===== src/dcache_pkg.sv =====
// Data cache shared definitions
// Bus widths, the CPU-side types and the default cache geometry
`default_nettype none

package dcache_pkg;

  // ====================
  // CPU bus widths
  // ====================

  // Byte address width
  localparam int ADDR_W = 32;
  // CPU data word width
  localparam int WORD_W = 32;
  // One byte select per byte lane of a word
  localparam int SEL_W = WORD_W / 8;

  // Byte address
  typedef logic [ADDR_W-1:0] addr_t;
  // CPU data word
  typedef logic [WORD_W-1:0] word_t;
  // Byte-select vector, bit n enables byte lane n
  typedef logic [SEL_W-1:0] sel_t;

  // ====================
  // Default geometry
  // ====================

  // Line size in bits, holds LINE_BITS/WORD_W words
  localparam int DEF_LINE_BITS = 128;
  // Associativity, a power of two and at least 2 for the PLRU tree
  localparam int DEF_NUM_WAYS = 4;
  // Number of sets, a power of two
  localparam int DEF_NUM_SETS = 8;

  // Default capacity in bytes, for reference only
  // 128 bits x 4 ways x 8 sets = 512 bytes

endpackage

`default_nettype wire

===== src/dcache_array.sv =====
// Data cache storage array
// Single-port RAM with synchronous read, one entry per set.
// Entry type is a parameter so tags and lines share this block.
`timescale 1ns/10ps
`default_nettype none

module dcache_array #(
  parameter type entry_t = logic,
  parameter int  DEPTH   = dcache_pkg::DEF_NUM_SETS,
  localparam int IDX_W   = $clog2(DEPTH)
) (
  input  logic             clk_i,
  input  logic [IDX_W-1:0] idx_i,
  input  logic             we_i,
  input  entry_t           wdata_i,
  output entry_t           rdata_o
);

  // Storage, contents undefined until written
  entry_t mem_q [DEPTH];

  // Write-first port: a write shows up on rdata_o in the next cycle,
  // which lets the controller re-read a freshly filled way at once
  always_ff @(posedge clk_i) begin
    if (we_i) begin
      mem_q[idx_i] <= wdata_i;
      rdata_o      <= wdata_i;
    end else begin
      rdata_o <= mem_q[idx_i];
    end
  end

endmodule

`default_nettype wire


===== config.mk =====
export PLATFORM = sky130hd
export DESIGN_NAME = dcache_array
export DESIGN_NICKNAME = d
export VERILOG_FILES = /design/src/dcache_pkg.sv /design/src/dcache_array.sv
export SDC_FILE = /design/constraint.sdc
export NUM_CORES = 1
export LEC_CHECK = 0
export ABC_AREA = 1
export BUFFER_PORTS_ARGS = -buffer_cell sky130_fd_sc_hd__buf_2
export CORE_AREA = 4 4 41 43
export DETAILED_ROUTE_END_ITERATION = 10
export DIE_AREA = 0 0 45 47
export SKIP_CTS_REPAIR_TIMING = 1
export SLEW_MARGIN = 30
export SYNTH_ARGS = -nofsm -noshare
export SYNTH_HDL_FRONTEND = slang
export SYNTH_SLANG_ARGS = --single-unit

===== constraint.sdc =====
create_clock -name clk_i -period 1 [get_ports clk_i]
set_clock_uncertainty 0.2 [all_clocks]
set_input_delay 0.2 -clock clk_i [delete_from_list [all_inputs] [get_ports clk_i]]
set_output_delay 0.2 -clock clk_i [all_outputs]
set_load 0.005 [all_outputs]

After elaboration in Yosys (flattened, before gate mapping)
Memories as Yosys holds them, arrays and structs flattened. A register that Yosys moved wholly into a read port is not among the register bits.
Index checks and enable logic that the tools add are counted.
Storage, ports and cells
  flip-flop bits (word level): 0
  bits in writable memories: 8
  input bits: 6
  output and inout bits: 1
  logic and storage cells: 3
  memories kept: 1
Memory list
  mem_q: depth 8, bits a word 1, read ports 1, clocked after memory_dff 1, wr ports 1, RTL line dcache_array.sv:20  | entry_t mem_q [DEPTH];
Operators by class
  muxes and demuxes: 2
Operator list (number)
  2-to-1 mux 1 bit: 2

Logic depth before layout (Yosys ltp)
  depth after elaboration: 2
  depth in mapped cells: 6
  mapped depth without buffers: 6

Least setup slack after synthesis
No wires, ideal clock.
  kind: flip-flop to output port
  start point: register (tool-made name)
  end point: output port rdata_o
  arrival time: 690 ps
  setup slack: -90 ps
  cell stages (with the launch flop): 7
  buffers on the path: 0
  cells stage by stage: dfxtp_1 -> inv_2 -> nand2_1 -> nand3_1 -> nand2_1 -> nand2_1 -> nand2_1
RTL lines
  end, declared: RTL line dcache_array.sv:16  | output entry_t rdata_o

==> impl_metrics.env <==
export IMPL_tightest_slew_ns=0.133
export IMPL_fmax_mhz=683
export IMPL_period_needed_ns=1.46
export IMPL_num_io_pins=7
export IMPL_wl_per_cell_um=8.10
export IMPL_grt_use_total_pct=8.66
export IMPL_clock_sinks=11
export IMPL_setup_violations=1
export IMPL_dp_hpwl_um=564
export IMPL_grt_use_met1_pct=7.84
export IMPL_grt_max_degree=9
export IMPL_placed_cell_area_um2=524
export IMPL_yosysTopAreaCell="edfxtp_1"
export IMPL_slew_headroom_pct=91.1
export IMPL_slowest_delay_ns=0.36
export IMPL_cts_root_buf="clkbuf_4"
export IMPL_outcome="finished with violations"
export IMPL_antenna_found_initial=0
export IMPL_antenna_left=0
export IMPL_finalHoldViolations=0
export IMPL_final_nets=76
export IMPL_ir_drop_uv=604
export IMPL_io_buffers=6
export IMPL_synth_nets=62
export IMPL_drt_pass1_iterations=3
export IMPL_chipWidth_um=45
export IMPL_initial_utilization_pct=36.4
export IMPL_synthTopCellsByArea="edfxtp_1 51%, nand2_1 15%, dfxtp_1 13%"
export IMPL_syn_area_per_cell_um2=8.47
export IMPL_grt_util_met3_pct=2.30
export IMPL_diodes=0
export IMPL_drv_slew=0
export IMPL_crit_path_frequent_cell="nand2_1"
export IMPL_cp_max_fo=5
export IMPL_hp_class="input pin to flop"
export IMPL_ys_types=7
export IMPL_post_route_util_pct=45.1
export IMPL_p_total_uw=872
export IMPL_worst_hold_slack_ns=0.00884
export IMPL_netlist_area_um2=474
export IMPL_cts_tree="built"
export IMPL_p_leak_uw=0.000294
export IMPL_grt_overflow_total=0
export IMPL_tns_ns=-0.464
export IMPL_clkTransAtPathRegs_ns=0.07
export IMPL_grt_pass1_wl_um=1230
export IMPL_dr_total_vias=348
export IMPL_area_delta_synth_final_pct=23.7
export IMPL_drv_cap=0
export IMPL_cp_end_kind="output port"
export IMPL_drcViolationCount=0
export IMPL_placementRows=13
export IMPL_path_cells="inv_4 > nand2_1 > nand3_1 > nand2_1 > nand2_1 > nand2_1 > buf_2"
export IMPL_synth_common_cells="19 x nand2_1, 13 x inv_1, 8 x edfxtp_1, 8 x nor2_1, 4 x nand3_1"
export IMPL_ys_warn_count=0
export IMPL_critPathLaunchType="flop"
export IMPL_violations="setup timing"
export IMPL_worstSetupPathType="flop to output port"
export IMPL_coreArea_um2=1300
export IMPL_drive_gt1_share_pct=17.4
export IMPL_die_h_um=47
export IMPL_power_density_nw_per_um2=1490
export IMPL_synth_top_area_share_pct=50.7
export IMPL_fin_crit_sh_pct=146
export IMPL_postSynthCellCount=56
export IMPL_cp_num_buf_inv=2
export IMPL_postLayoutCellArea_um2=587
export IMPL_async_reset_ff_share_pct=0
export IMPL_cts_max_level=1
export IMPL_cp_required_ns=0.60
export IMPL_yosysMostFrequentCell="nand2_1"
export IMPL_cts_buffer_depth=2
export IMPL_routabilityCongestion=0.736
export IMPL_synth_ff_type="edfxtp_1"
export IMPL_drt_iter0_drc=4
export IMPL_crit_family="flip-flops"
export IMPL_slowest_stage="dfxtp_4"
export IMPL_grt_pass1_vias=334
export IMPL_ys_seq_area_share_pct=63.3
export IMPL_avgViaCountPerCell=4.14
export IMPL_gr_usage_met2_pct=15.3
export IMPL_numCtsBuffers=3
export IMPL_wl_um=680
export IMPL_grt_busiest_layer="met2"
export IMPL_critPathArrivalTime_ns=1.06
export IMPL_final_setup_worst_slack_ns=-0.464
export IMPL_dieArea_um2=2120
export IMPL_synth_edf_count=8
export IMPL_ys_seq_elements=11
export IMPL_rsz0062_at_grt="yes"
## report_power, final
group          switching (µW)  leakage, µW  internal [µW]
clock network             136    0.0000177            148
logic                    41.3     0.000178           34.1
registers                8.42    0.0000983            505
## cell families after synthesis
| kind of cell | after synthesis | synth area share [%] |
|---|---|---|
| simple gates | 31 | 25.6 |
| buf+inv | 14 | 11.1 |
| flops | 11 | 63.3 |
## cell type report
| cell class | instances | area, µm² |
|---|---|---|
| Tap cell | 15 | 18.8 |
| Fill cell | 139 | 714 |
| Clock inverter | 1 | 5.00 |
| Multi-Input combinational cell | 31 | 121 |
| Inverter | 14 | 55.1 |
| Clock buffer | 3 | 22.5 |
| Sequential cell | 11 | 304 |
| Timing Repair Buffer | 9 | 60.1 |
## metal layers
layer / vias to the layer above / wire length, µm
met5: - / 0
met2: 6 / 371
li1: 194 / -
met4: 0 / 8
met3: 2 / 27
met1: 146 / 273
## placed cells by master, fill, tap and decap left out
master         count
buf_2              6
nand3_1            4
inv_1             13
nor2_1             8
edfxtp_1           8
inv_4              1
dfxtp_4            1
nand2_1           19
clkbuf_4           3
clkinv_2           1
dlygate4sd3_1      3
dfxtp_1            2
## final timing paths
check / cells past startpoint / to / startpoint / slack, ns
setup / recovery: 7 / rdata_o / flop / -0.46
hold / removal: 1 / mem_q[1]$_DFFE_PP_ / wdata_i / 0.009
## through the flow
stage | cells | worst slack (ns)
after floorplan | 56 | -0.0444
after global placement | 77 | -0.189
after detailed placement | 77 | -0.197
after CTS | 81 | -0.494
after global routing | 84 | -0.575
final | 84 | -0.464
Power figures use the tool's default switching activity.
