`src/dcache_pkg.sv`:
```
// Data cache shared definitions
// Bus widths, the CPU-side types and the default cache geometry
`default_nettype none

package dcache_pkg;

  // ====================
  // CPU bus widths
  // ====================

  // Byte address width
  localparam int ADDR_W = 32;
  // CPU data word width
  localparam int WORD_W = 32;
  // One byte select per byte lane of a word
  localparam int SEL_W = WORD_W / 8;

  // Byte address
  typedef logic [ADDR_W-1:0] addr_t;
  // CPU data word
  typedef logic [WORD_W-1:0] word_t;
  // Byte-select vector, bit n enables byte lane n
  typedef logic [SEL_W-1:0] sel_t;

  // ====================
  // Default geometry
  // ====================

  // Line size in bits, holds LINE_BITS/WORD_W words
  localparam int DEF_LINE_BITS = 128;
  // Associativity, a power of two and at least 2 for the PLRU tree
  localparam int DEF_NUM_WAYS = 4;
  // Number of sets, a power of two
  localparam int DEF_NUM_SETS = 8;

  // Default capacity in bytes, for reference only
  // 128 bits x 4 ways x 8 sets = 512 bytes

endpackage

`default_nettype wire
```
`src/dcache_miss_ctrl.sv`:
```
// Data cache controller
// Runs the invalidation sweep after reset, then serves one CPU access
// at a time: lookup, optional writeback of a dirty victim, line fill.
// Master on the line-wide memory Wishbone port.
`timescale 1ns/10ps
`default_nettype none

module dcache_miss_ctrl #(
  parameter int  LINE_BITS = dcache_pkg::DEF_LINE_BITS,
  parameter int  NUM_WAYS  = dcache_pkg::DEF_NUM_WAYS,
  parameter int  NUM_SETS  = dcache_pkg::DEF_NUM_SETS,
  localparam int OFF_W     = $clog2(LINE_BITS / 8),
  localparam int IDX_W     = $clog2(NUM_SETS),
  localparam int TAG_W     = dcache_pkg::ADDR_W - IDX_W - OFF_W
) (
  input  logic                 clk_i,
  input  logic                 rst_ni,
  input  logic                 cpu_cyc_i,
  input  logic                 cpu_stb_i,
  input  logic                 cpu_we_i,
  input  dcache_pkg::addr_t    cpu_adr_i,
  output logic                 cpu_ack_o,
  input  logic                 hit_i,
  input  logic [NUM_WAYS-1:0]  hit_way_i,
  input  logic [NUM_WAYS-1:0]  victim_way_i,
  input  logic                 victim_dirty_i,
  input  dcache_pkg::addr_t    victim_adr_i,
  input  logic [LINE_BITS-1:0] victim_line_i,
  output logic                 mem_cyc_o,
  output logic                 mem_stb_o,
  output logic                 mem_we_o,
  output dcache_pkg::addr_t    mem_adr_o,
  output logic [LINE_BITS-1:0] mem_dat_o,
  input  logic                 mem_ack_i,
  output logic [IDX_W-1:0]     arr_idx_o,
  output logic [NUM_WAYS-1:0]  tag_we_o,
  output logic [NUM_WAYS-1:0]  line_we_o,
  output logic [TAG_W:0]       tag_wdata_o,
  output logic                 fill_sel_o,
  output logic                 touch_o,
  output logic                 dirty_set_o,
  output logic                 dirty_clear_o
);

  typedef enum logic [2:0] {
    ST_SWEEP,
    ST_IDLE,
    ST_LOOKUP,
    ST_WRITEBACK,
    ST_FILL,
    ST_RESPOND
  } state_t;

  state_t           state_q;
  state_t           state_d;
  logic             mem_req_q;
  logic             mem_req_d;
  logic [IDX_W-1:0] sweep_q;
  logic [IDX_W-1:0] idx_q;
  logic             hit_done;
  logic             fill_done;

  // Lookup hit completes the access in this cycle
  assign hit_done  = (state_q == ST_LOOKUP) && hit_i;
  // Fill line arrives on the memory ack
  assign fill_done = (state_q == ST_FILL) && mem_req_q && mem_ack_i;

  // ====================
  // Next state
  // ====================
  always_comb begin
    state_d   = state_q;
    mem_req_d = mem_req_q;
    case (state_q)
      ST_SWEEP: begin
        if (sweep_q == IDX_W'(NUM_SETS - 1)) begin
          state_d = ST_IDLE;
        end
      end
      ST_IDLE: begin
        if (cpu_cyc_i && cpu_stb_i) begin
          state_d = ST_LOOKUP;
        end
      end
      ST_LOOKUP: begin
        if (hit_i) begin
          state_d = ST_RESPOND;
        end else begin
          // Miss, a dirty victim goes out before the fill
          mem_req_d = 1'b1;
          state_d   = victim_dirty_i ? ST_WRITEBACK : ST_FILL;
        end
      end
      ST_WRITEBACK: begin
        if (mem_ack_i) begin
          mem_req_d = 1'b0;
          state_d   = ST_FILL;
        end
      end
      ST_FILL: begin
        if (!mem_req_q) begin
          // Idle cycle between writeback and fill, then request
          mem_req_d = 1'b1;
        end else if (mem_ack_i) begin
          mem_req_d = 1'b0;
          // Re-lookup hits the filled way and finishes like a hit
          state_d   = ST_LOOKUP;
        end
      end
      ST_RESPOND: begin
        state_d = ST_IDLE;
      end
      default: begin
        state_d = ST_IDLE;
      end
    endcase
  end

  always_ff @(posedge clk_i) begin
    if (!rst_ni) begin
      state_q   <= ST_SWEEP;
      mem_req_q <= 1'b0;
      sweep_q   <= '0;
    end else begin
      state_q   <= state_d;
      mem_req_q <= mem_req_d;
      if (state_q == ST_SWEEP) begin
        sweep_q <= sweep_q + 1'b1;
      end
    end
  end

  // Request set index, held from idle until the ack
  always_ff @(posedge clk_i) begin
    if (state_q == ST_IDLE) begin
      idx_q <= cpu_adr_i[OFF_W +: IDX_W];
    end
  end

  // ====================
  // Array control
  // ====================
  // Idle reads straight from the CPU address so the hit path saves a cycle
  always_comb begin
    case (state_q)
      ST_SWEEP: arr_idx_o = sweep_q;
      ST_IDLE:  arr_idx_o = cpu_adr_i[OFF_W +: IDX_W];
      default:  arr_idx_o = idx_q;
    endcase
  end

  // Sweep clears valid in all ways, a fill installs the new tag
  assign tag_we_o    = (state_q == ST_SWEEP) ? '1 : (fill_done ? victim_way_i : '0);
  assign tag_wdata_o = (state_q == ST_SWEEP) ? '0
                     : {1'b1, cpu_adr_i[dcache_pkg::ADDR_W-1 -: TAG_W]};

  always_comb begin
    line_we_o = '0;
    if (fill_done) begin
      line_we_o = victim_way_i;
    end else if (hit_done && cpu_we_i) begin
      line_we_o = hit_way_i;
    end
  end

  assign fill_sel_o    = (state_q == ST_FILL);
  assign touch_o       = hit_done;
  assign dirty_set_o   = hit_done && cpu_we_i;
  assign dirty_clear_o = fill_done;

  // ====================
  // Bus outputs
  // ====================
  assign cpu_ack_o = (state_q == ST_RESPOND);

  assign mem_cyc_o = mem_req_q;
  assign mem_stb_o = mem_req_q;
  assign mem_we_o  = (state_q == ST_WRITEBACK);
  // Writeback goes to the victim line, fill reads the request line
  assign mem_adr_o = (state_q == ST_WRITEBACK) ? victim_adr_i
                   : {cpu_adr_i[dcache_pkg::ADDR_W-1:OFF_W], {OFF_W{1'b0}}};
  assign mem_dat_o = victim_line_i;

endmodule

`default_nettype wire

```
`config.mk`:
```
export PLATFORM = sky130hd
export DESIGN_NAME = dcache_miss_ctrl
export DESIGN_NICKNAME = d
export VERILOG_FILES = /design/src/dcache_pkg.sv /design/src/dcache_miss_ctrl.sv
export SDC_FILE = /design/constraint.sdc
export NUM_CORES = 1
export LEC_CHECK = 0
export BUFFER_PORTS_ARGS = -buffer_cell sky130_fd_sc_hd__buf_2
export CAP_MARGIN = 20
export CORE_AREA = 2 2 158 160
export DETAILED_ROUTE_END_ITERATION = 8
export DIE_AREA = 0 0 160 162
export MAX_ROUTING_LAYER = met4
export PLACE_DENSITY = 0.47
export SYNTH_ARGS = -nofsm -noshare
export SYNTH_HDL_FRONTEND = slang
export SYNTH_SLANG_ARGS = --single-unit
```
`constraint.sdc`:
```
create_clock -name clk_i -period 2.1 [get_ports clk_i]
set_input_delay 0.21 -clock clk_i [delete_from_list [all_inputs] [get_ports clk_i]]
set_output_delay 0.21 -clock clk_i [all_outputs]
set_load 0.005 [all_outputs]
```
**After elaboration in Yosys (flattened, before gate mapping)**

Index checks and enable logic that the tools add are counted.

- $add $sub $neg: 1
- Equality and inequality tests: 12
- Mux-type cells: 20
- Reductions and logical operators: 9

Operators with widths:

| kind | number |
|---|---|
| 32-bit two-way mux | 1 |
| 26-bit two-way mux | 1 |
| 3-bit two-way mux | 7 |
| 4-bit two-way mux | 4 |
| 3-bit one-hot mux with 5 select lines | 1 |
| 3-bit == test, second input constant | 3 |
| 2-bit != test, second input constant | 4 |
| 3-bit by 2-bit == test with 1-bit output, second input constant | 2 |
| 3-bit one-hot mux with 2 select lines | 1 |
| 1-bit logical AND | 5 |
| 5-bit AND reduction | 1 |
| 1-bit two-way mux | 4 |
| 2-bit by 1-bit != test with 1-bit output, second input constant | 2 |
| 3-bit by 1-bit adder with 3-bit output, second input constant | 1 |
| 3-bit by 1-bit == test with 1-bit output, second input constant | 1 |
| 3-bit zero test | 1 |
| 1-bit one-hot mux with 3 select lines | 1 |
| 3-bit AND reduction | 1 |
| 3-bit nonzero test | 1 |

- Register bits after elaboration: 10
- Output and inout bits: 205
- Input port bits: 208

**Depth between registers and ports, before layout**

Gate-level depths: netlist of run 1.

- Depth in word-level cells: 5
- Depth in mapped cells: 7

**Worst setup path after synthesis of run 1**

No wires, ideal clock.

- Path kind: register -> output
- From: reg state_q[0]
- To: out mem_adr_o[23]
- Cell stages (with the launch flop): 7
- Data arrival time: 1.298 ns
- Buffers on the path: 3
- Slack: 0.592 ns
- Data required time: 1.890 ns
- Cell sequence: dfxtp_1 -> buf_6 -> nor2b_4 -> and2_4 -> buf_6 -> buf_6 -> mux2_2

- Cells in the longest elaborated chain, start to end: 2

Ends and longest elaborated chain:

| what | RTL line | source |
|---|---|---|
| start: declaration | dcache_miss_ctrl.sv:54 | `state_t state_q;` |
| start signal: assignment | dcache_miss_ctrl.sv:125 | `state_q <= state_d;` |
| 3-bit by 2-bit == test with 1-bit output | n/a |  |
| named net mem_we_o | dcache_miss_ctrl.sv:31 | `output logic mem_we_o,` |
| 32-bit two-way mux | dcache_miss_ctrl.sv:180 | `assign mem_adr_o = (state_q == ST_WRITEBACK) ? victim_adr_i` |
| end: declaration | dcache_miss_ctrl.sv:32 | `output dcache_pkg::addr_t mem_adr_o,` |

The timed path passes the listed nets, and every way through them passes these cells.

**Worst setup path after layout of run 1**

- From: reg state_q[2]
- To: out mem_adr_o[10]

- Cells in the longest elaborated chain, start to end: 2

Ends and longest elaborated chain:

| what | RTL line |
|---|---|
| 3-bit by 2-bit == test with 1-bit output | dcache_miss_ctrl.sv:180 |
| 32-bit two-way mux | dcache_miss_ctrl.sv:180 |

Every way passes these cells.

==> flow_metrics.tcl, run 1 <==
set metrics [dict create \
    outcome "finished, final reports clean" \
    total_power_uw 1444 \
    final_area_mm2 0.002576 \
    ys_seq_elements 10 \
    cp-end-kind "output pin" \
    finalNetCount 521 \
    grt-ovfl-total 0 \
    cp_top_family "simple AND/OR/NAND/NOR gates" \
    rrSetupSlack_ns 0.52 \
    p_sw_share_pct 37.18 \
    path_cells "nor2b_4, and2_4, buf_12, mux2_2, buf_2" \
    h-tree-depth 1 \
    maxSlewViolCount 0 \
    crit_path_top_delay_cell "dfxtp_1" \
    p_seq_share_pct 19.0 \
    die_x_um 160 \
    required_ns 1.89 \
    die_area_mm2 0.02592 \
    post_drt_via_cell_ratio 2.970 \
    vias 1883 \
    grt_setup_unrepaired "false" \
    yosysWarnings 0 \
    synth_edf_count 3 \
    routabilityCongestion 0.7605 \
    root_buffer "clkbuf_16" \
    critical_path_arrival_ns 1.75 \
    drt_iter0_drc 37 \
    grt_pass1_vias 1853 \
    tritoncts "yes" \
    drt-pass1-iter-count 4 \
    pwr_density_cell_mw_per_mm2 560.7 \
    peakVddDrop_uv 169.1 \
    ys_seq_area_share_pct 10.21 \
    cts_hold_buf 0 \
    antenna_cells 0 \
    clock.fmax_ghz 0.5091 \
    drive_gt1_share_pct 66.13 \
    core-area_mm2 0.02411 \
    final_common_cell "buf_2" \
    fin_skew_ns 0.003754 \
    grt_pass1_wl_um 11430 \
    cts_buffer_depth 2 \
    placementRows 57 \
    synthCells 283 \
    grt.total_usage_pct 6.308 \
    worstPathMaxFanout 14 \
    clkPwrFrac_pct 23.4 \
    final_antenna_net_count 0 \
    max_slew_margin_pct 65.03 \
    worstSetupPathType "reg2out" \
    pre_cts_ws_ns 0.1879 \
    setup_violations 0 \
    drt_drc_violations_left 0 \
    die_h_um 162 \
    syn_avg_cell_area_um2 7.971 \
    ys_types 38 \
    drt-total-wl_um 8493 \
    start_kind "register" \
    cap_violations 0 \
    period_share_pct 93.53 \
    syn_area_mm2 0.002256 \
    grt_max_degree 25 \
    ys_dominant_reg_cell "dfxtp_1" \
    initial_utilization_pct 9.358 \
    hpwlAfterDp_um 6849 \
    clkSinkCount 10 \
    fin_util_pct 10.69 \
    antenna_found_initial 0 \
    setup_tns_ns 0 \
    cts-buffers-inserted 3 \
    worst_slack_ns 0.1359 \
    worstMarginPinSlew_ns 0.5218 \
    hold_viol 0 \
    clkTransAtPathRegs_ns 0.04 \
    async_reset_ff_share_pct 0 \
    syn_to_final_growth_pct 14.20 \
    post-route-min-period_ns 1.964 \
    power.leakage_uw 0.001221 \
    ios 413 \
    p_switching_uw 537.1 \
    final_cell_mix "buf_2, and2_1, mux2_2" \
    syn-num-nets 493 \
    clk_latency_ns 0.24 \
    internal_power_uw 907.4 \
    fillers 2862 \
    hold_path_class "in2reg" \
    power_frac_comb_pct 57.6 \
    post_dp_cell_area_mm2 0.002420 \
    io_buffers 152 \
    worst-path-buf-inv 2 \
    detail_route.wl_per_cell_um 13.40 \
    cpPeakStageDelay_ns 0.40 \
]
## what timing repair did
item                                   CTS  global route
setup endpoints to repair               25            10
endpoints found under the hold margin    0             0
resized for setup                        1             1
buffers inserted                         3             1
gates cloned                             1             0
## synthesized netlist by cell type, types with 2 or more instances
| cell | number | area share [%] |
|---|---|---|
| a31oi_1 | 2 | 0.55 |
| nor2_1 | 3 | 0.50 |
| nor3_1 | 4 | 0.89 |
| nor2b_1 | 2 | 0.55 |
| ha_1 | 2 | 1.1 |
| a21oi_1 | 3 | 0.67 |
| buf_4 | 130 | 43 |
| a22oi_1 | 2 | 0.67 |
| clkbuf_1 | 4 | 0.67 |
| buf_2 | 3 | 0.67 |
| mux2_2 | 27 | 13 |
| a22o_1 | 4 | 1.6 |
| a21boi_0 | 2 | 0.67 |
| and3_1 | 4 | 1.1 |
| buf_6 | 5 | 2.5 |
| o21ai_0 | 4 | 0.89 |
| dfxtp_1 | 7 | 6.2 |
| nand2_1 | 19 | 3.2 |
| and2_1 | 27 | 7.5 |
| edfxtp_1 | 3 | 4.0 |
| inv_1 | 6 | 1.0 |
| mux2i_1 | 4 | 1.8 |
## worst paths after layout
kind,from,to,cells past startpoint
setup / recovery,state_q[2]$_SDFFE_PN0P_,mem_adr_o[10],5
hold / removal,cpu_adr_i[6],idx_q[2]$_DFFE_PN_,1
setup reg to reg,sweep_q[0]$_SDFFE_PN0N_,state_q[0]$_SDFFE_PN0P_,6
hold reg to reg,sweep_q[1]$_SDFFE_PN0N_,sweep_q[1]$_SDFFE_PN0N_,2
## layer usage
layer  global-route usage, %  up-vias  part of all wire (%)
li1                        -      853                     -
met1                   5.948      796                    34
met2                   9.662      155                    46
met3                   2.554       79                    11
met4                   6.306        0                   8.7
met5                       -        -                     0
## registers in the layout, indices dropped and copies added (netlist names)
register / count
state_q: 3
idx_q: 3
mem_cyc_o: 1
sweep_q: 3
## per-stage QoR
stage	hold slack, ns	std cells
2_1_floorplan	0.3089	283
3_3_place_gp	0.4200	625
3_5_place_dp	0.4200	625
4_1_cts	0.2036	633
5_1_grt	0.2061	634
6_report	0.1998	634
## kinds of logic after synthesis
| logic type | share of synthesized area [%] |
|---|---|
| buffers and inverters | 48.09 |
| AND/OR/NAND/NOR | 17.19 |
| multiplexers | 15.92 |
| AO/OA/AOI/OAI | 7.099 |
| flip-flops | 10.21 |
| adder cells (fa/ha/maj) | 1.109 |
| XOR/XNOR | 0.3883 |
## area by class of cell
cell class	instances	area (um^2)	area share (%)
clock buffer	3	75.07	2.914
clock inverter	1	3.754	0.1457
inverter	6	22.52	0.8742
multi-input combinational	126	949.7	36.86
sequential	10	231.5	8.985
tap	324	405.4	15.74
timing repair buffer	164	888.4	34.48
## power by group through the flow
stage,logic [uW],clock network [uW],registers (uW)
after detailed placement,834,0,279
after global placement,832,0,277
after CTS,850,346,277
final,832,338,275
after floorplan,620,0,270
after global routing,935,358,281
(Power assumes the default switching activity.)
==> inputs of run 2 (changes only) <==
==> constraint.sdc (replaced) <==
create_clock -name clk_i -period 2.1 [get_ports clk_i]
set_input_delay 0.315 -clock clk_i [delete_from_list [all_inputs] [get_ports clk_i]]
set_output_delay 0.315 -clock clk_i [all_outputs]
set_load 0.005 [all_outputs]
==> run 2 against run 1 <==
  * Design area fell by 0.63%
  * Combinational power down 2.9%
  * Sequential power is essentially flat
  * Sequential share of layout area about the same
  * Power fell by 1.7%
  * Clock skew decreased by 0.0030 ns
  * Cell count is 0.32% lower
  * Die area unchanged
  * Sequential cell count stayed put
  * Register-to-register slack better by 0.06 ns
  * Clock power about the same
  * Largest power group unchanged
==> flow_metrics.tcl, run 2 (synthesis gave the netlist of run 1 again) <==
set metrics [dict create \
    clock.fmax_ghz 0.5015 \
    grt.total_usage_pct 6.022 \
    die_h_um 162 \
    final_antenna_net_count 0 \
    crit_path_top_delay_cell "mux2_2" \
    antenna_found_initial 0 \
    finalNetCount 519 \
    fillers 2890 \
    rrSetupSlack_ns 0.58 \
    power.leakage_uw 0.001216 \
    outcome "finished, final reports clean" \
    detail_route.wl_per_cell_um 13.14 \
    setup_violations 0 \
    vias 1866 \
    start_kind "register" \
    drt-pass1-iter-count 4 \
    h-tree-depth 1 \
    power_frac_comb_pct 56.9 \
    hpwlAfterDp_um 6874 \
    p_switching_uw 526.1 \
    grt_max_degree 29 \
    die_area_mm2 0.02592 \
    initial_utilization_pct 9.358 \
    cp-end-kind "output pin" \
    top_regs "idx_q x3, state_q x3, sweep_q x3" \
    post_drt_via_cell_ratio 2.953 \
    clkPwrFrac_pct 23.9 \
    antenna_cells 0 \
    cts-buffers-inserted 3 \
    grt_setup_unrepaired "false" \
    hold_path_class "in2reg" \
    tritoncts "yes" \
    worstSetupPathType "reg2out" \
    fin_skew_ns 0.0007892 \
    final_common_cell "buf_2" \
    worstMarginPinSlew_ns 0.4669 \
    p_seq_share_pct 19.2 \
    clkTransAtPathRegs_ns 0.04 \
    core-area_mm2 0.02411 \
    path_cells "nor2b_4, and2_4, clkbuf_16, mux2_2, buf_2" \
    drt-total-wl_um 8302 \
    clkSinkCount 10 \
    busiest_layer "met2" \
    drt_drc_violations_left 0 \
    cts_buffer_depth 2 \
    max_slew_margin_pct 68.63 \
    io_buffers 152 \
    cpPeakStageDelay_ns 0.34 \
    maxSlewViolCount 0 \
    critical_path_arrival_ns 1.68 \
    ios 413 \
    clk_latency_ns 0.23 \
    hold_viol 0 \
    worstPathMaxFanout 14 \
    routabilityCongestion 0.7479 \
    required_ns 1.78 \
    setup_tns_ns 0 \
    use_met1_pct 5.450 \
    placementRows 57 \
    drive_gt1_share_pct 65.91 \
    p_sw_share_pct 37.05 \
    post-route-min-period_ns 1.994 \
    drt_iter0_drc 62 \
    seq_area_um2 230.2 \
    cap_violations 0 \
    cts_hold_buf 0 \
    root_buffer "clkbuf_16" \
    use_met2_pct 9.366 \
    period_share_pct 94.96 \
    internal_power_uw 893.6 \
    multiInputGateArea_um2 949.7 \
    die_x_um 160 \
    syn_to_final_growth_pct 13.48 \
    peakVddDrop_uv 134.0 \
    met3_usage_pct 2.528 \
    grt-ovfl-total 0 \
    total_power_uw 1420 \
    pwr_density_cell_mw_per_mm2 554.6 \
    final_cell_mix "buf_2, and2_1, mux2_2" \
    grt_pass1_vias 1863 \
    grt_pass1_wl_um 11320 \
]
==> run 2: cell count changes in the layout (fill, tap and decap cells not counted), sizes merged <==
cell	before	now
and2	29	28
buf	164	162
clkbuf	3	4
==> run 2: layer usage <==
layer,vias up,part of all wire (%),routed length [um]
li1,842,-,-
met1,802,34,2816
met2,148,46,3800
met3,74,12,967
met4,0,8.6,718
met5,-,0,0
==> run 2: final timing paths <==
kind,depth (start not counted),from,endpoint
setup reg to reg,4,state_q[0]$_SDFFE_PN0P_,idx_q[1]$_DFFE_PN_
setup / recovery,5,state_q[0]$_SDFFE_PN0P_,mem_adr_o[25]
hold reg to reg,2,sweep_q[1]$_SDFFE_PN0N_,sweep_q[1]$_SDFFE_PN0N_
hold / removal,1,cpu_adr_i[6],idx_q[2]$_DFFE_PN_
==> run 2: repair_timing <==
action	CTS	global route
setup endpoints to repair	18	22
setup buffers	0	2
hold endpoints to repair	0	0
gates resized for setup	2	0
pin swaps	1	1
gates cloned	0	1
==> run 2: final cells by class <==
cell class	count	area share [%]
clock buffers	3	2.933
clock inverters	1	0.1466
inverters	6	0.8798
multi-input cells	125	37.10
flip-flops and latches	10	8.993
well taps	324	15.84
repair buffers	163	34.12
==> run 2: power by group through the flow <==
stage	combinational, uW	clock, uW	sequential, uW
2_1_floorplan	620	0	270
3_3_place_gp	828	0	276
3_5_place_dp	827	0	278
4_1_cts	836	346	274
5_1_grt	910	354	278
6_report	808	339	273
==> run 2: critical path, delay by kind of cell, from the launching register on <==
kind / cells / cell delay [ns]
muxes: 1 / 0.34
buffers and inverters: 2 / 0.34
and+or+nand+nor: 2 / 0.44
DFF: 1 / 0.32
==> run 2: metrics by stage <==
step	std cells	setup slack [ns]	utilization, %	area [um^2]	hold slack [ns]
finish	632	0.1059	10.62	2560	0.3053
global route	632	0.006585	10.62	2560	0.3242
CTS	629	0.01749	10.45	2520	0.3135
detailed placement	625	0.1863	10.09	2432	0.4926
global placement	625	0.2240	10.09	2432	0.4783
floorplan	283	0.4869	-	2256	0.4139
==> inputs of run 3 (changes only) <==
- ABC_AREA: unset -> 0
- CORE_AREA: 2 2 158 160 -> 2 2 159 161
- DIE_AREA: 0 0 160 162 -> 0 0 161 163
- clock period: 2.1 -> 2.25 ns (I/O delays scaled with it)
==> run 3 against run 2 <==
  * Combinational power shrank 8.7%
  * Utilization shrank 0.41 points
  * Sequential cell count is the same
  * Critical path type unchanged
  * Critical endpoint is now mem_adr_o[16]
  * Largest power group unchanged
  * Highest routed layer unchanged
==> flow_metrics.tcl, run 3 (synthesis gave the netlist of run 1 again) <==
set metrics [dict create \
    outcome "finished, final reports clean" \
    drt_drc_violations_left 0 \
    maxSlewViolCount 0 \
    cts-buffers-inserted 3 \
    reg2reg_from "sweep_q[0]$_SDFFE_PN0N_" \
    grt_setup_unrepaired "false" \
    final_area_mm2 0.002519 \
    tritoncts "yes" \
    vias 1862 \
    start_kind "register" \
    root_buffer "clkbuf_16" \
    cts_resized 0 \
    finalNetCount 516 \
    placementRows 58 \
    antenna_cells 0 \
    top_regs "idx_q x3, state_q x3, sweep_q x3" \
    post_cts_buffers 0 \
    cts_buffer_depth 2 \
    die_h_um 163 \
    detail_route.wl_per_cell_um 12.23 \
    worstSetupPathType "reg2out" \
    die_x_um 161 \
    final_common_cell "buf_2" \
    grt_max_degree 27 \
    max_slew_margin_pct 71.08 \
    io_buffers 152 \
    clkPwrFrac_pct 24.4 \
    reg2regPathDepth 6 \
    post_drt_via_cell_ratio 2.932 \
    power_frac_comb_pct 56.3 \
    period_share_pct 93.30 \
    fin_skew_ns 0.001335 \
    hpwlAfterDp_um 6669 \
    p_sw_share_pct 36.55 \
    final_cell_mix "buf_2, and2_1, mux2_2" \
    internal_power_uw 831.9 \
    final_antenna_net_count 0 \
    syn_to_final_growth_pct 11.65 \
    core-area_mm2 0.02467 \
    routabilityCongestion 0.7131 \
    hold_path_class "in2reg" \
    pwr_density_cell_mw_per_mm2 520.6 \
    met3_usage_pct 2.394 \
    cap_violations 0 \
    worst_hold_slack_ns 0.3328 \
    grt.total_usage_pct 5.523 \
    grt-ovfl-total 0 \
    grt_pass1_vias 1659 \
    ios 413 \
    p_switching_uw 479.3 \
    peakVddDrop_uv 158.4 \
    p_seq_share_pct 19.3 \
    hold_viol 0 \
    critical_path_arrival_ns 1.76 \
    drt_iter0_drc 114 \
    busiest_layer "met2" \
    antenna_found_initial 0 \
    power.leakage_uw 0.001189 \
    worstMarginPinSlew_ns 0.4305 \
    die_area_mm2 0.02624 \
    use_met2_pct 8.018 \
    total_power_uw 1311 \
    worstPathMaxFanout 26 \
    initial_utilization_pct 9.143 \
    cts_hold_buf 0 \
    required_ns 1.91 \
    fillers 2944 \
    drive_gt1_share_pct 65.25 \
    cp-end-kind "output pin" \
    rrSetupSlack_ns 0.77 \
    post_dp_cell_area_mm2 0.002440 \
    post-route-min-period_ns 2.099 \
    setup_tns_ns 0 \
    clock.fmax_ghz 0.4764 \
    fin_cells 635 \
    drt-total-wl_um 7763 \
    hold_end "idx_q[0]$_DFFE_PN_" \
    drt-pass1-iter-count 4 \
    clkTransAtPathRegs_ns 0.04 \
    grt_pass1_wl_um 10230 \
    dp.cells 631 \
    use_met1_pct 5.356 \
    r2r-end "state_q[0]$_SDFFE_PN0P_" \
    h-tree-depth 1 \
    hold_depth 1 \
    setup_violations 0 \
    clkSinkCount 10 \
    min-delay-start "cpu_adr_i[4]" \
    clk_latency_ns 0.24 \
]
[run 3: changes by cell type in the layout (fill, tap and decap cells not counted)]
cell / before / now
mux2_2: 26 / 27
nor3_1: 3 / 4
buf_4: 9 / 7
clkbuf_16: 4 / 3
mux2_4: 2 / 1
nor3_2: 2 / 1
[run 3: worst max-delay path, cell delays in order (launching register included)]
cell and delay (ns):
dfxtp_1 0.32, nor2b_4 0.20, and2_4 0.27, buf_12 0.23
mux2_2 0.36, buf_2 0.14
[run 3: layout make-up]
class	count	area (um^2)	area share, %
tap	330	412.9	16.39
multi-input combinational	125	940.9	37.36
clock inverter	1	3.754	0.1490
timing repair buffer	160	833.3	33.08
inverter	6	22.52	0.8942
clock buffer	3	75.07	2.981
sequential	10	230.2	9.141
[run 3: how the worst max path moves through the flow]
| stage | to | slack [ns] | startpoint | depth (start not counted) |
|---|---|---|---|---|
| 2_1_floorplan | mem_adr_o[23] | 0.61 | state_q[0]$_SDFFE_PN0P_ | 6 |
| 3_3_place_gp | mem_adr_o[16] | 0.36 | state_q[0]$_SDFFE_PN0P_ | 5 |
| 3_5_place_dp | mem_adr_o[16] | 0.34 | state_q[0]$_SDFFE_PN0P_ | 5 |
| 4_1_cts | mem_adr_o[16] | 0.09 | state_q[0]$_SDFFE_PN0P_ | 5 |
| 5_1_grt | mem_adr_o[16] | 0.05 | state_q[0]$_SDFFE_PN0P_ | 5 |
| 6_report | mem_adr_o[16] | 0.15 | state_q[0]$_SDFFE_PN0P_ | 5 |
[run 3: per-layer routing]
metal  vias up  part of all wire, %
met2       156                   44
li1        835                    -
met3        65                   13
met1       806                   33
met4         0                  9.1
met5         -                    0
[run 3: stage by stage]
step,setup WS [ns],util [%]
floorplan,0.6144,-
global placement,0.3604,9.888
detailed placement,0.3440,9.888
CTS,0.08808,10.21
global route,0.04871,10.21
finish,0.1507,10.21
[run 3: power by group through the flow]
stage / Clock (uW) / Sequential [uW] / Combinational (uW)
after floorplan: 0 / 252 / 578
after global placement: 0 / 257 / 762
after detailed placement: 0 / 258 / 764
after CTS: 326 / 255 / 767
after global routing: 341 / 258 / 833
final: 320 / 253 / 738
