**config.mk**
```make
export PLATFORM = sky130hd
export DESIGN_NAME = dcache_lookup
export DESIGN_NICKNAME = d
export VERILOG_FILES = /design/src/dcache_pkg.sv /design/src/dcache_lookup.sv
export SDC_FILE = /design/constraint.sdc
export NUM_CORES = 1
export LEC_CHECK = 0
export BUFFER_PORTS_ARGS = -buffer_cell sky130_fd_sc_hd__buf_4
export CAP_MARGIN = 30
export CORE_AREA = 2 2 451 453
export DETAILED_ROUTE_END_ITERATION = 12
export DIE_AREA = 0 0 453 455
export GPL_ROUTABILITY_DRIVEN = 0
export PLACE_DENSITY = 0.3
export REMOVE_ABC_BUFFERS = 1
export SLEW_MARGIN = 5
export SYNTH_ARGS = -nofsm -noshare
export SYNTH_HDL_FRONTEND = slang
export SYNTH_SLANG_ARGS = --single-unit
```
**constraint.sdc**
```tcl
create_clock -name clk_i -period 2.75 [get_ports clk_i]
set_clock_uncertainty 0.2 [all_clocks]
set_input_delay 0.4125 -clock clk_i [delete_from_list [all_inputs] [get_ports clk_i]]
set_output_delay 0.4125 -clock clk_i [all_outputs]
set_load 0.05 [all_outputs]
```
**src/dcache_pkg.sv**
```systemverilog
// Data cache shared definitions
// Bus widths, the CPU-side types and the default cache geometry
`default_nettype none

package dcache_pkg;

  // ====================
  // CPU bus widths
  // ====================

  // Byte address width
  localparam int ADDR_W = 32;
  // CPU data word width
  localparam int WORD_W = 32;
  // One byte select per byte lane of a word
  localparam int SEL_W = WORD_W / 8;

  // Byte address
  typedef logic [ADDR_W-1:0] addr_t;
  // CPU data word
  typedef logic [WORD_W-1:0] word_t;
  // Byte-select vector, bit n enables byte lane n
  typedef logic [SEL_W-1:0] sel_t;

  // ====================
  // Default geometry
  // ====================

  // Line size in bits, holds LINE_BITS/WORD_W words
  localparam int DEF_LINE_BITS = 128;
  // Associativity, a power of two and at least 2 for the PLRU tree
  localparam int DEF_NUM_WAYS = 4;
  // Number of sets, a power of two
  localparam int DEF_NUM_SETS = 8;

  // Default capacity in bytes, for reference only
  // 128 bits x 4 ways x 8 sets = 512 bytes

endpackage

`default_nettype wire
```
**src/dcache_lookup.sv**
```systemverilog
// Data cache hit lookup and store merge
// Compares the stored tags, selects the hit or fill line, returns the
// addressed word and merges store bytes. Also keeps the dirty bits.
`timescale 1ns/10ps
`default_nettype none

module dcache_lookup #(
  parameter int  LINE_BITS = dcache_pkg::DEF_LINE_BITS,
  parameter int  NUM_WAYS  = dcache_pkg::DEF_NUM_WAYS,
  parameter int  NUM_SETS  = dcache_pkg::DEF_NUM_SETS,
  localparam int OFF_W     = $clog2(LINE_BITS / 8),
  localparam int IDX_W     = $clog2(NUM_SETS),
  localparam int TAG_W     = dcache_pkg::ADDR_W - IDX_W - OFF_W
) (
  input  logic                                clk_i,
  input  logic                                rst_ni,
  input  dcache_pkg::addr_t                   adr_i,
  input  logic                                we_i,
  input  dcache_pkg::sel_t                    sel_i,
  input  dcache_pkg::word_t                   dat_i,
  input  logic [NUM_WAYS-1:0][TAG_W:0]        tag_rd_i,
  input  logic [NUM_WAYS-1:0][LINE_BITS-1:0]  line_rd_i,
  input  logic [LINE_BITS-1:0]                fill_line_i,
  input  logic                                fill_sel_i,
  input  logic [NUM_WAYS-1:0]                 victim_way_i,
  input  logic                                dirty_set_i,
  input  logic                                dirty_clear_i,
  output logic                                hit_o,
  output logic [NUM_WAYS-1:0]                 hit_way_o,
  output logic                                victim_dirty_o,
  output dcache_pkg::addr_t                   victim_adr_o,
  output logic [LINE_BITS-1:0]                victim_line_o,
  output logic [LINE_BITS-1:0]                wr_line_o,
  output dcache_pkg::word_t                   dat_o
);

  // Address fields: | tag | index | word | byte |
  logic [IDX_W-1:0]     idx;
  logic [TAG_W-1:0]     req_tag;
  logic [OFF_W-3:0]     word_idx;
  logic [NUM_WAYS-1:0]  valid;
  logic [NUM_WAYS-1:0]  hit_way;
  logic [LINE_BITS-1:0] hit_line;
  logic [LINE_BITS-1:0] base_line;
  logic [TAG_W-1:0]     victim_tag;
  logic [NUM_WAYS-1:0]  dirty_q [NUM_SETS];

  assign idx      = adr_i[OFF_W +: IDX_W];
  assign req_tag  = adr_i[dcache_pkg::ADDR_W-1 -: TAG_W];
  assign word_idx = adr_i[OFF_W-1:2];

  // ====================
  // Tag compare
  // ====================
  always_comb begin
    hit_line      = '0;
    victim_tag    = '0;
    victim_line_o = '0;
    for (int w = 0; w < NUM_WAYS; w++) begin
      // Top bit of a tag entry is the valid flag
      valid[w]   = tag_rd_i[w][TAG_W];
      hit_way[w] = valid[w] && (tag_rd_i[w][TAG_W-1:0] == req_tag);
      if (hit_way[w]) begin
        hit_line = line_rd_i[w];
      end
      if (victim_way_i[w]) begin
        victim_tag    = tag_rd_i[w][TAG_W-1:0];
        victim_line_o = line_rd_i[w];
      end
    end
  end

  assign hit_o     = |hit_way;
  assign hit_way_o = hit_way;

  // Victim needs a writeback only when it holds modified data
  assign victim_dirty_o = |(victim_way_i & valid & dirty_q[idx]);
  // Victim line address from its stored tag and this set
  assign victim_adr_o   = {victim_tag, idx, {OFF_W{1'b0}}};

  // ====================
  // Read word and store merge
  // ====================
  // Memory data bypasses the arrays while a fill is in flight
  assign base_line = fill_sel_i ? fill_line_i : hit_line;
  assign dat_o     = base_line[word_idx*dcache_pkg::WORD_W +: dcache_pkg::WORD_W];

  always_comb begin
    wr_line_o = base_line;
    if (we_i) begin
      // Replace only the enabled byte lanes of the addressed word
      for (int b = 0; b < dcache_pkg::SEL_W; b++) begin
        if (sel_i[b]) begin
          wr_line_o[word_idx*dcache_pkg::WORD_W + b*8 +: 8] = dat_i[b*8 +: 8];
        end
      end
    end
  end

  // Dirty bits: set by a store that completes, cleared by a fill
  always_ff @(posedge clk_i) begin
    if (!rst_ni) begin
      for (int s = 0; s < NUM_SETS; s++) begin
        dirty_q[s] <= '0;
      end
    end else if (dirty_set_i) begin
      dirty_q[idx] <= dirty_q[idx] | hit_way;
    end else if (dirty_clear_i) begin
      dirty_q[idx] <= dirty_q[idx] & ~victim_way_i;
    end
  end

endmodule

`default_nettype wire

```
# Word level (Yosys, flattened, before mapping)
# Memory sizes are Yosys's and may differ from the RTL's.
# Index checks and enable logic that the tools add are counted.
# totals
romBits	0
memories	1
mem_bits_rw	32
latch_bits	0
ff_bits	0
# classes
n_reduce_logical	7
n_mux	37
eq_ne	4
shifts	9
div_mod_pow	0
multipliers	0
addsub	7
magnitude_cmp	0
bitwise_logic	6
# mem_list
memory	depth	width	rd	rd_ports_with_merged_regs	wr	line	text
dirty_q	8	4	1	0	8	dcache_lookup.sv:46	logic [NUM_WAYS-1:0] dirty_q [NUM_SETS];
# ops
cell	n
$mux 128	17
$bwmux 128	4
$shift 8x34->128 const A	4
$shiftx 8x34->128	4
$shiftx 128x8->32	1
$neg 8->34	3
$eq 25x25->1	4
$mux 25	4
$neg 7->34	1
$add 7x5->8 const B	2
$and 4x4->4	3
$reduce_or 4->1	3
$mux 1	9
$add 7x4->8 const B	1
$mux 4	2
$logic_and 1x1->1	4
$not 4->4	1
$or 4x4->4	1
$mux 3	1
$or 1x1->1	1

# Logic depth before layout (Yosys ltp)
# Gate-level depths: netlist of run 1.
# logic_depth
depth_word	19
mapped_depth	11
mapped_depth_nobuf	8

# Least setup slack after synthesis of run 1
# Ideal clock, no wire load.
# synth_path
path_type	in2out
start	in adr_i[9]
end	out dat_o[13]
path_slack_ps	-2125
required_time_ps	2138
path_stages	8
arrival_time_ps	4262
n_path_buf	1
cell_sequence	buf_4 > xnor2_1 > nand4_1 > or4_1 > nor3_1 > a221o_1 > a311oi_1 > o31ai_1
# synth_rtl
item	line	text
start: declaration	dcache_lookup.sv:17	input dcache_pkg::addr_t adr_i,
$eq 25x25->1	dcache_lookup.sv:62	hit_way[w] = valid[w] && (tag_rd_i[w][TAG_W-1:0] == req_tag);
$logic_and 1x1->1	dcache_lookup.sv:62	
net hit_way_o[1]	dcache_lookup.sv:29	output logic [NUM_WAYS-1:0] hit_way_o,
$mux 128 (3 in series)	dcache_lookup.sv:63	if (hit_way[w]) begin
$mux 128	dcache_lookup.sv:85	assign base_line = fill_sel_i ? fill_line_i : hit_line;
$shiftx 128x8->32	dcache_lookup.sv:86	assign dat_o = base_line[word_idx*dcache_pkg::WORD_W +: dcache_pkg::WORD_W];
end: declaration	dcache_lookup.sv:34	output dcache_pkg::word_t dat_o
# The timed path passes the listed nets, and every way through them passes these cells.

# Final worst setup path of run 1
# layout_path
start	in adr_i[24]
end	out dat_o[7]
# layout_between
elab_chain_cells	8
# layout_rtl
item	line
$eq 25x25->1	dcache_lookup.sv:62
$logic_and 1x1->1	dcache_lookup.sv:62
$mux 128 (3 in series)	dcache_lookup.sv:63
$mux 128 *	dcache_lookup.sv:63
$mux 128 *	dcache_lookup.sv:85
$shiftx 128x8->32 *	dcache_lookup.sv:86
# Every way passes the cells marked *; elsewhere a longest branch is shown, timed or not.

==> impl_results.html, run 1 <==
<table>
<tr><th>Metric</th><th>Value</th></tr>
<tr><th colspan="2">Final layout</th></tr>
<tr><td>Most common library cell in the layout ignoring fill and taps</td><td>buf_4</td></tr>
<tr><td>Layout Cells excl Fill</td><td>around 7.8k</td></tr>
<tr><td>Max reg flops</td><td>32</td></tr>
<tr><td>Final standard cell area without fillers</td><td>between 40,000 and 50,000 um2</td></tr>
<tr><td>Number of filler instances in the final layout</td><td>roughly 23k</td></tr>
<tr><td>Share of cells above drive strength 1</td><td>about 53%</td></tr>
<tr><td>Final Net Count</td><td>~5.9k</td></tr>
<tr><td>Commonest non-fill, non-tap cells in the layout</td><td>1,614 x buf_4, 410 x nand2_1, 300 x a21oi_1</td></tr>
<tr><td>P&amp;R area growth vs syn</td><td>128.7%</td></tr>
<tr><td>Sequential cell area</td><td>960.9 um2</td></tr>
<tr><td>Largest registers in the final layout</td><td>dirty_q: 32 flops</td></tr>
<tr><td>Multi-input gate area in the final layout</td><td>22,220 um2</td></tr>
<tr><td>Register with the most flip-flops</td><td>dirty_q</td></tr>
<tr><th colspan="2">Run status</th></tr>
<tr><td>Outcome</td><td>finished with violations</td></tr>
<tr><td>Failing checks</td><td>negative setup slack</td></tr>
<tr><th colspan="2">Critical path</th></tr>
<tr><td>Critical path's largest stage delay</td><td>roughly 0.53 ns</td></tr>
<tr><td>Maximum fanout along the worst path</td><td>17</td></tr>
<tr><td>Critical Path End Type</td><td>output pin</td></tr>
<tr><td>Ordered list of cells on the worst path</td><td>buf_12 -&gt; xnor2_2 -&gt; buf_4 -&gt; nand4_1 -&gt; or3_4 -&gt; buf_12 -&gt; buf_12 -&gt; o311ai_4 -&gt; a211oi_2 -&gt; buf_4 -&gt; a2111oi_4 -&gt; o31ai_4 -&gt; buf_4 -&gt; buf_8</td></tr>
<tr><td>Cell family with the largest share of critical-path delay</td><td>buffers and inverters</td></tr>
<tr><td>Worst endpoint required time</td><td>2.14 ns</td></tr>
<tr><td>Startpoint Class</td><td>primary input</td></tr>
<tr><td>Number of cells traversed by the worst register-to-register path</td><td>4</td></tr>
<tr><td>Cell depth of the worst setup path</td><td>14</td></tr>
<tr><td>Number of buffer and inverter stages on the critical path</td><td>7</td></tr>
<tr><td>Critical setup path kind</td><td>primary input to output pin</td></tr>
<tr><td>Slowest stage cell on the critical path</td><td>or3_4</td></tr>
<tr><td>Crit path arrival time</td><td>3.29 ns</td></tr>
<tr><th colspan="2">Yosys</th></tr>
<tr><td>Fraction of post-synthesis cell area in the top cell type by area</td><td>under 10%</td></tr>
<tr><td>Area share of fa/ha/maj cells after synthesis</td><td>less than 1%</td></tr>
<tr><td>Unique cell type count in the Yosys netlist</td><td>72</td></tr>
<tr><td>Sequential fraction of the synthesis area</td><td>under 10%</td></tr>
<tr><td>Cell type contributing the most total cell area after synthesis</td><td>a21oi_1</td></tr>
<tr><td>FF+latch count, synth</td><td>32</td></tr>
<tr><td>Leading post-synthesis cells by cell area</td><td>a21oi_1 8.4%, nand2_1 7.7%, o311ai_0 6.4%, clkbuf_1 5.6%, a22oi_1 5.3%</td></tr>
<tr><td>Post-Synthesis Cells</td><td>between 3k and 4k</td></tr>
<tr><td>Multiplexer share of the synthesized area</td><td>1.078%</td></tr>
<tr><td>Number of synthesis warnings</td><td>0</td></tr>
<tr><td>Number of enable flip-flop cells after synthesis</td><td>32</td></tr>
<tr><td>Main synth FF type</td><td>edfxtp_1</td></tr>
<tr><td>Share of synthesized flip-flops with an asynchronous set or reset</td><td>0%</td></tr>
<tr><td>Average cell area after synthesis</td><td>6.017 um2</td></tr>
<tr><td>Cell Area, Synth</td><td>20,670 um2</td></tr>
<tr><td>Simple-gate share of the synthesized area</td><td>28.57%</td></tr>
<tr><td>Synth Area in Compound Gates</td><td>47.97%</td></tr>
<tr><td>Main combinational cell family by area after synthesis</td><td>compound AO/OA/AOI/OAI gates</td></tr>
<tr><td>Post-synthesis share of cell area spent on xor and xnor gates</td><td>4.274%</td></tr>
<tr><th colspan="2">Clocking</th></tr>
<tr><td>Maximum root-to-sink buffer count</td><td>2</td></tr>
<tr><td>Clk pin slew, worst setup/hold paths</td><td>~0.050 ns</td></tr>
<tr><td>Number of clock sinks seen by CTS</td><td>32</td></tr>
<tr><td>Number of buffers added by the clock tree synthesis step</td><td>5</td></tr>
<tr><td>TritonCTS clock tree</td><td>done</td></tr>
<tr><td>CTS root buffer</td><td>clkbuf_16</td></tr>
<tr><td>Max H-tree Level</td><td>2</td></tr>
<tr><td>Clk Latency, worst-skew pair</td><td>approximately 0.27 ns</td></tr>
<tr><td># hold bufs at CTS</td><td>0</td></tr>
<tr><th colspan="2">Global routing</th></tr>
<tr><td>Number of antenna violations at the first check in global routing</td><td>between 100 and 150</td></tr>
<tr><td>Remaining Overflow, GRT</td><td>0</td></tr>
<tr><td>Via count of the first global-routing pass</td><td>approximately 37k</td></tr>
<tr><td>Overall fraction of global-route tracks in use</td><td>24.62%</td></tr>
<tr><td>Pin count of the biggest net entering global routing</td><td>74</td></tr>
<tr><td>First-pass GRT wire length</td><td>346,600 um</td></tr>
<tr><th colspan="2">Floorplanning</th></tr>
<tr><td>Area of the die</td><td>206,100 um2</td></tr>
<tr><td>Standard cell core area</td><td>about 200,000 um2</td></tr>
<tr><td>I/O pins</td><td>about 1.1k</td></tr>
<tr><td>Die Width</td><td>about 450 um</td></tr>
<tr><td>Die Ht</td><td>approximately 460 um</td></tr>
<tr><td>Starting density of the core</td><td>between 10% and 20%</td></tr>
<tr><td># rows</td><td>165</td></tr>
<tr><th colspan="2">Power and ir drop</th></tr>
<tr><td>Leakage power</td><td>between 15 and 20 nW</td></tr>
<tr><td>Power per cell area</td><td>around 200 nW/um2</td></tr>
<tr><td>Maximum ir drop on the vdd rail</td><td>around 180 uV</td></tr>
<tr><th colspan="2">Hold path</th></tr>
<tr><td>Class of the tightest hold or removal check</td><td>primary input to flip-flop</td></tr>
<tr><td>Worst hold path depth</td><td>2</td></tr>
<tr><th colspan="2">STA</th></tr>
<tr><td>Final setup slack of the worst path</td><td>-1.154 ns</td></tr>
<tr><td>Unrepaired setup endpoints after global routing</td><td>yes</td></tr>
<tr><td>Number of hold-slack violations in the final timing report</td><td>0</td></tr>
<tr><td>Timing-limited maximum frequency</td><td>roughly 0.26 GHz</td></tr>
<tr><td>Rel. slew slack</td><td>about two fifths</td></tr>
<tr><td>Max-slew violation count</td><td>0</td></tr>
<tr><td>Number of setup violations in the final report</td><td>218</td></tr>
<tr><td>Tightest Pin Transition</td><td>0.9264 ns</td></tr>
<tr><td>Minimum clock period</td><td>about 3.9 ns</td></tr>
<tr><td>Post-route setup TNS</td><td>-152.95 ns</td></tr>
<tr><td>Final clock period utilization by the worst path</td><td>142.0%</td></tr>
<tr><th colspan="2">Placed design</th></tr>
<tr><td>Post-Place Cells</td><td>~7.5k</td></tr>
<tr><td>Total placed instance area</td><td>37,840 um2</td></tr>
<tr><td>HPWL Detailed</td><td>between 200,000 and 250,000 um</td></tr>
<tr><td>Number of buffers added on ports</td><td>roughly 1.1k</td></tr>
<tr><th colspan="2">Drt</th></tr>
<tr><td>Number of detailed-route iterations in the first pass</td><td>8</td></tr>
<tr><td>Wire length after detailed routing</td><td>276,100 um</td></tr>
<tr><td>Remaining number of nets flagged by the antenna check after routing</td><td>0</td></tr>
<tr><td>Vias after detailed routing</td><td>between 30k and 40k</td></tr>
<tr><td>Avg WL per Cell</td><td>roughly 35 um</td></tr>
<tr><td>Remaining DRCs</td><td>0</td></tr>
<tr><td>Vias per std cell</td><td>4.838</td></tr>
<tr><td>First DRT Iteration DRCs</td><td>3,738</td></tr>
<tr><th colspan="2">Run</th></tr>
<tr><td># Max-Cap Violations</td><td>0</td></tr>
</table>
final timing paths:
kind,slack [ns],to,from
worst min-delay path,0.41,dirty_q[0][1],rst_ni
worst max register to register,0.56,dirty_q[4][2],dirty_q[4][2]
worst min register to register,0.91,dirty_q[2][2],dirty_q[3][2]
worst max-delay path,-1.15,dat_o[7],adr_i[24]
report_power, final:
group / internal, mW / leakage [nW] / switching [mW]
Clock: 0.332 / 0.0660 / 0.182
Sequential: 0.561 / 0.332 / 0.00829
Combinational: 3.26 / 18.5 / 5.29
Total: 4.16 / 18.9 / 5.48
stage by stage:
step | hold WS (ns) | worst slack (ns) | utilization, % | power, mW
floorplan | 0.4645 | -7.515 | - | 3.424
global route | 0.4261 | -1.203 | 23.48 | 9.972
finish | 0.4132 | -1.154 | 23.48 | 9.640
detailed placement | 0.7052 | -1.968 | 18.80 | 8.066
global placement | 0.6963 | -1.964 | 18.80 | 8.086
CTS | 0.4219 | -1.128 | 21.29 | 9.152
cell type report:
| cell class | instances | share of cell area [%] |
|---|---|---|
| multi-input combinational | 2759 | 47.01 |
| clock buffer | 7 | 0.2806 |
| inverter | 198 | 1.572 |
| antenna | 73 | 0.3865 |
| sequential | 32 | 2.033 |
| timing repair buffer | 2063 | 41.63 |
| tap | 2672 | 7.073 |
| clock inverter | 1 | 0.007942 |
kinds of logic (layout without fill, tap and decap cells):
group | after synthesis | after routing
flip-flops | 32 | 32
adder cells (fa/ha/maj) | 6 | 6
buffers and inverters | 647 | 2269
AO/OA/AOI/OAI | 1394 | 1394
XOR/XNOR | 100 | 100
other | 1 | 77
AND/OR/NAND/NOR | 1243 | 1243
multiplexers | 12 | 12
timing repair:
item                                    CTS  global route
gates cloned                             17            17
setup buffers                            97            91
gates resized for setup                 717           599
pin swaps                               180           218
endpoints found under the setup margin  217           240
synth_stat cells (4+ instances only):
library cell	n
a2111oi_0	10
a2111oi_1	6
a211oi_1	94
a21boi_0	22
a21oi_1	347
a221o_1	47
a221o_2	4
a221oi_1	22
a22oi_1	147
a31oi_1	4
a32oi_1	80
and3_1	9
buf_1	51
buf_2	59
buf_4	17
buf_6	4
clkbuf_1	307
clkbuf_8	10
edfxtp_1	32
ha_1	6
inv_1	197
mux4_2	8
nand2_1	424
nand3_1	93
nand4_1	79
nor2_1	238
nor2b_1	50
nor3_1	164
nor3b_1	16
nor4_1	137
o21a_1	48
o21ai_0	178
o21ai_1	9
o21ba_2	46
o221ai_1	78
o311a_1	24
o311ai_0	150
o311ai_1	17
o31ai_1	51
or3_1	4
xnor2_1	76
xor2_1	23
per-layer routing:
layer | global-route usage, % | vias up | wire length, um
met1 | 30.37 | 18970 | 111700
met4 | 11.84 | 18 | 13890
met3 | 4.716 | 423 | 19250
met5 | 0 | - | 126
li1 | - | 16470 | -
met2 | 40.94 | 1882 | 131200
(Power assumes the default switching activity.)
==> run 2, diff against run 1 <==
==> constraint.sdc (replaced) <==
create_clock -name clk_i -period 2.75 [get_ports clk_i]
set_clock_uncertainty 0.2 [all_clocks]
set_input_delay 0.4125 -clock clk_i [delete_from_list [all_inputs] [get_ports clk_i]]
set_output_delay 0.4125 -clock clk_i [all_outputs]
set_load 0.1 [all_outputs]
==> impl_results.html, run 2 (synthesized netlist as in run 1, its figures left out) <==
<table>
<tr><th>Metric</th><th>Value</th></tr>
<tr><th colspan="2">Drt</th></tr>
<tr><td>First DRT Iteration DRCs</td><td>approximately 3.6k</td></tr>
<tr><td>Remaining DRCs</td><td>0</td></tr>
<tr><td>Avg WL per Cell</td><td>35.27 um</td></tr>
<tr><td>Vias after detailed routing</td><td>roughly 38k</td></tr>
<tr><td>Remaining number of nets flagged by the antenna check after routing</td><td>0</td></tr>
<tr><td>Vias per std cell</td><td>a little under 5</td></tr>
<tr><td>Number of detailed-route iterations in the first pass</td><td>6</td></tr>
<tr><td>Wire length after detailed routing</td><td>~280,000 um</td></tr>
<tr><th colspan="2">Power and ir drop</th></tr>
<tr><td>Seq pwr share</td><td>4.9%</td></tr>
<tr><td>Part of the total power dissipated in combinational logic</td><td>90.9%</td></tr>
<tr><td>Sw Ratio</td><td>between 60% and 70%</td></tr>
<tr><td>Leakage power</td><td>between 20 and 25 nW</td></tr>
<tr><td>Total power consumption of the routed design</td><td>~12 mW</td></tr>
<tr><td>Maximum ir drop on the vdd rail</td><td>between 200 and 250 uV</td></tr>
<tr><td>Power per cell area</td><td>between 200 and 250 nW/um2</td></tr>
<tr><td>Proportion of power drawn by the clock network</td><td>under 10%</td></tr>
<tr><td>Switching pwr</td><td>around 7.0 mW</td></tr>
<tr><td>Int Power</td><td>4.600 mW</td></tr>
<tr><th colspan="2">Final layout</th></tr>
<tr><td>Post-Route Utilization</td><td>approximately 25%</td></tr>
<tr><td>P&amp;R area growth vs syn</td><td>144.3%</td></tr>
<tr><td>Share of cells above drive strength 1</td><td>a little under three fifths</td></tr>
<tr><td>Largest registers in the final layout</td><td>dirty_q: 32 flops</td></tr>
<tr><td>Register with the most flip-flops</td><td>dirty_q</td></tr>
<tr><td>Commonest non-fill, non-tap cells in the layout</td><td>1,651 x buf_4, 403 x nand2_1, 335 x buf_12</td></tr>
<tr><td>Max reg flops</td><td>32</td></tr>
<tr><td>Most common library cell in the layout ignoring fill and taps</td><td>buf_4</td></tr>
<tr><td>Final Net Count</td><td>roughly 6k</td></tr>
<tr><th colspan="2">Clocking</th></tr>
<tr><td>Clk Latency, worst-skew pair</td><td>0.27 ns</td></tr>
<tr><td>Max H-tree Level</td><td>2</td></tr>
<tr><td>Number of buffers added by the clock tree synthesis step</td><td>5</td></tr>
<tr><td>CTS root buffer</td><td>clkbuf_16</td></tr>
<tr><td>TritonCTS clock tree</td><td>done</td></tr>
<tr><td># hold bufs at CTS</td><td>0</td></tr>
<tr><td>Maximum root-to-sink buffer count</td><td>2</td></tr>
<tr><td>Clk pin slew, worst setup/hold paths</td><td>about 0.050 ns</td></tr>
<tr><td>Number of clock sinks seen by CTS</td><td>32</td></tr>
<tr><th colspan="2">STA</th></tr>
<tr><td>Rel. slew slack</td><td>around half</td></tr>
<tr><td>Final setup slack of the worst path</td><td>-1.086 ns</td></tr>
<tr><td>Final clock period utilization by the worst path</td><td>139.5%</td></tr>
<tr><td>Tightest Pin Transition</td><td>0.7352 ns</td></tr>
<tr><td>Unrepaired setup endpoints after global routing</td><td>yes</td></tr>
<tr><td>Number of hold-slack violations in the final timing report</td><td>0</td></tr>
<tr><td>Number of setup violations in the final report</td><td>220</td></tr>
<tr><td>Minimum clock period</td><td>about 3.8 ns</td></tr>
<tr><td>Max-slew violation count</td><td>0</td></tr>
<tr><td>Timing-limited maximum frequency</td><td>approximately 0.26 GHz</td></tr>
<tr><th colspan="2">Floorplanning</th></tr>
<tr><td>I/O pins</td><td>about 1.1k</td></tr>
<tr><td># rows</td><td>165</td></tr>
<tr><td>Die Ht</td><td>455 um</td></tr>
<tr><td>Die Width</td><td>~450 um</td></tr>
<tr><td>Standard cell core area</td><td>~200,000 um2</td></tr>
<tr><td>Area of the die</td><td>206,100 um2</td></tr>
<tr><td>Starting density of the core</td><td>10.27%</td></tr>
<tr><th colspan="2">Global routing</th></tr>
<tr><td>First-pass GRT wire length</td><td>353,800 um</td></tr>
<tr><td>Pin count of the biggest net entering global routing</td><td>69</td></tr>
<tr><td>Remaining Overflow, GRT</td><td>0</td></tr>
<tr><td>Number of antenna violations at the first check in global routing</td><td>roughly 120</td></tr>
<tr><td>Via count of the first global-routing pass</td><td>37.09k</td></tr>
<tr><td>Overall fraction of global-route tracks in use</td><td>around 25%</td></tr>
<tr><th colspan="2">Critical path</th></tr>
<tr><td>Critical setup path kind</td><td>primary input to output pin</td></tr>
<tr><td>Crit path arrival time</td><td>approximately 3.2 ns</td></tr>
<tr><td>Maximum fanout along the worst path</td><td>9</td></tr>
<tr><td>Worst endpoint required time</td><td>roughly 2.1 ns</td></tr>
<tr><td>Startpoint Class</td><td>primary input</td></tr>
<tr><td>R2R Setup Slk</td><td>around 0.57 ns</td></tr>
<tr><td>Critical Path End Type</td><td>output pin</td></tr>
<tr><th colspan="2">Run status</th></tr>
<tr><td>Failing checks</td><td>negative setup slack</td></tr>
<tr><td>Outcome</td><td>finished with violations</td></tr>
<tr><th colspan="2">Hold path</th></tr>
<tr><td>Class of the tightest hold or removal check</td><td>primary input to flip-flop</td></tr>
<tr><th colspan="2">Placed design</th></tr>
<tr><td>Number of buffers added on ports</td><td>around 1.1k</td></tr>
<tr><td>HPWL Detailed</td><td>roughly 230,000 um</td></tr>
<tr><th colspan="2">Run</th></tr>
<tr><td># Max-Cap Violations</td><td>0</td></tr>
</table>
-- run 2: layer usage --
layer / track usage [%] / vias to the layer above / wire (um)
met5: 0 / - / 100
met4: 11.91 / 16 / 14880
met3: 5.069 / 443 / 19890
met2: 41.55 / 1896 / 130800
met1: 31.47 / 19080 / 114800
li1: - / 16820 / -
-- run 2: area by class of cell --
type	count	area [um2]
flip-flops and latches	32	960.9
diodes	73	182.7
inverters	198	743.2
repair buffers	2214	22710
fillers	22290	150800
clock buffers	5	125.1
multi-input cells	2759	22430
well taps	2672	3343
-- run 2: worst max-delay path, stage by stage --
cell	delay, ns
buf_12	0.12
xnor2_4	0.14
buf_4	0.14
nand4_1	0.13
or3_4	0.55
bufbuf_16	0.34
o311ai_1	0.34
a211oi_2	0.14
buf_4	0.17
a2111oi_1	0.34
o31ai_1	0.15
clkbuf_8	0.24
-- run 2: worst paths after layout --
check                              startpoint             to  cells past startpoint
worst max-delay path                adr_i[22]       dat_o[6]                     12
worst min-delay path                   rst_ni  dirty_q[4][0]                      2
worst max register to register  dirty_q[4][0]  dirty_q[1][0]                      4
worst min register to register  dirty_q[3][2]  dirty_q[7][2]                      4
-- run 2: stage by stage --
stage | instances | instance area [um2] | hold slack, ns | setup WS (ns) | setup TNS (ns)
finish | 7953 | 50490 | 0.4211 | -1.086 | -152.17
global route | 7946 | 50480 | 0.4464 | -1.143 | -170.48
CTS | 7798 | 46330 | 0.4211 | -1.075 | -153.70
detailed placement | 7663 | 40120 | 0.7003 | -1.759 | -221.91
global placement | 7663 | 40120 | 0.6934 | -1.775 | -225.03
floorplan | 2989 | 18720 | 0.4645 | -8.574 | -1660.02
-- run 2: repair_timing --
item                                    in CTS  in global routing
pin swaps                                  217                198
buffers inserted                           105                 95
resized for setup                          841                596
endpoints found under the setup margin     228                273
cloned                                      34                  9
-- run 2: power groups by stage --
stage / Clock (mW) / Sequential [mW] / Combinational [mW]
after floorplan: 0 / 0.573 / 4.31
after global placement: 0 / 0.578 / 9.39
after detailed placement: 0 / 0.579 / 9.37
after CTS: 0.505 / 0.569 / 10.0
after global routing: 0.523 / 0.571 / 10.9
final: 0.489 / 0.569 / 10.6
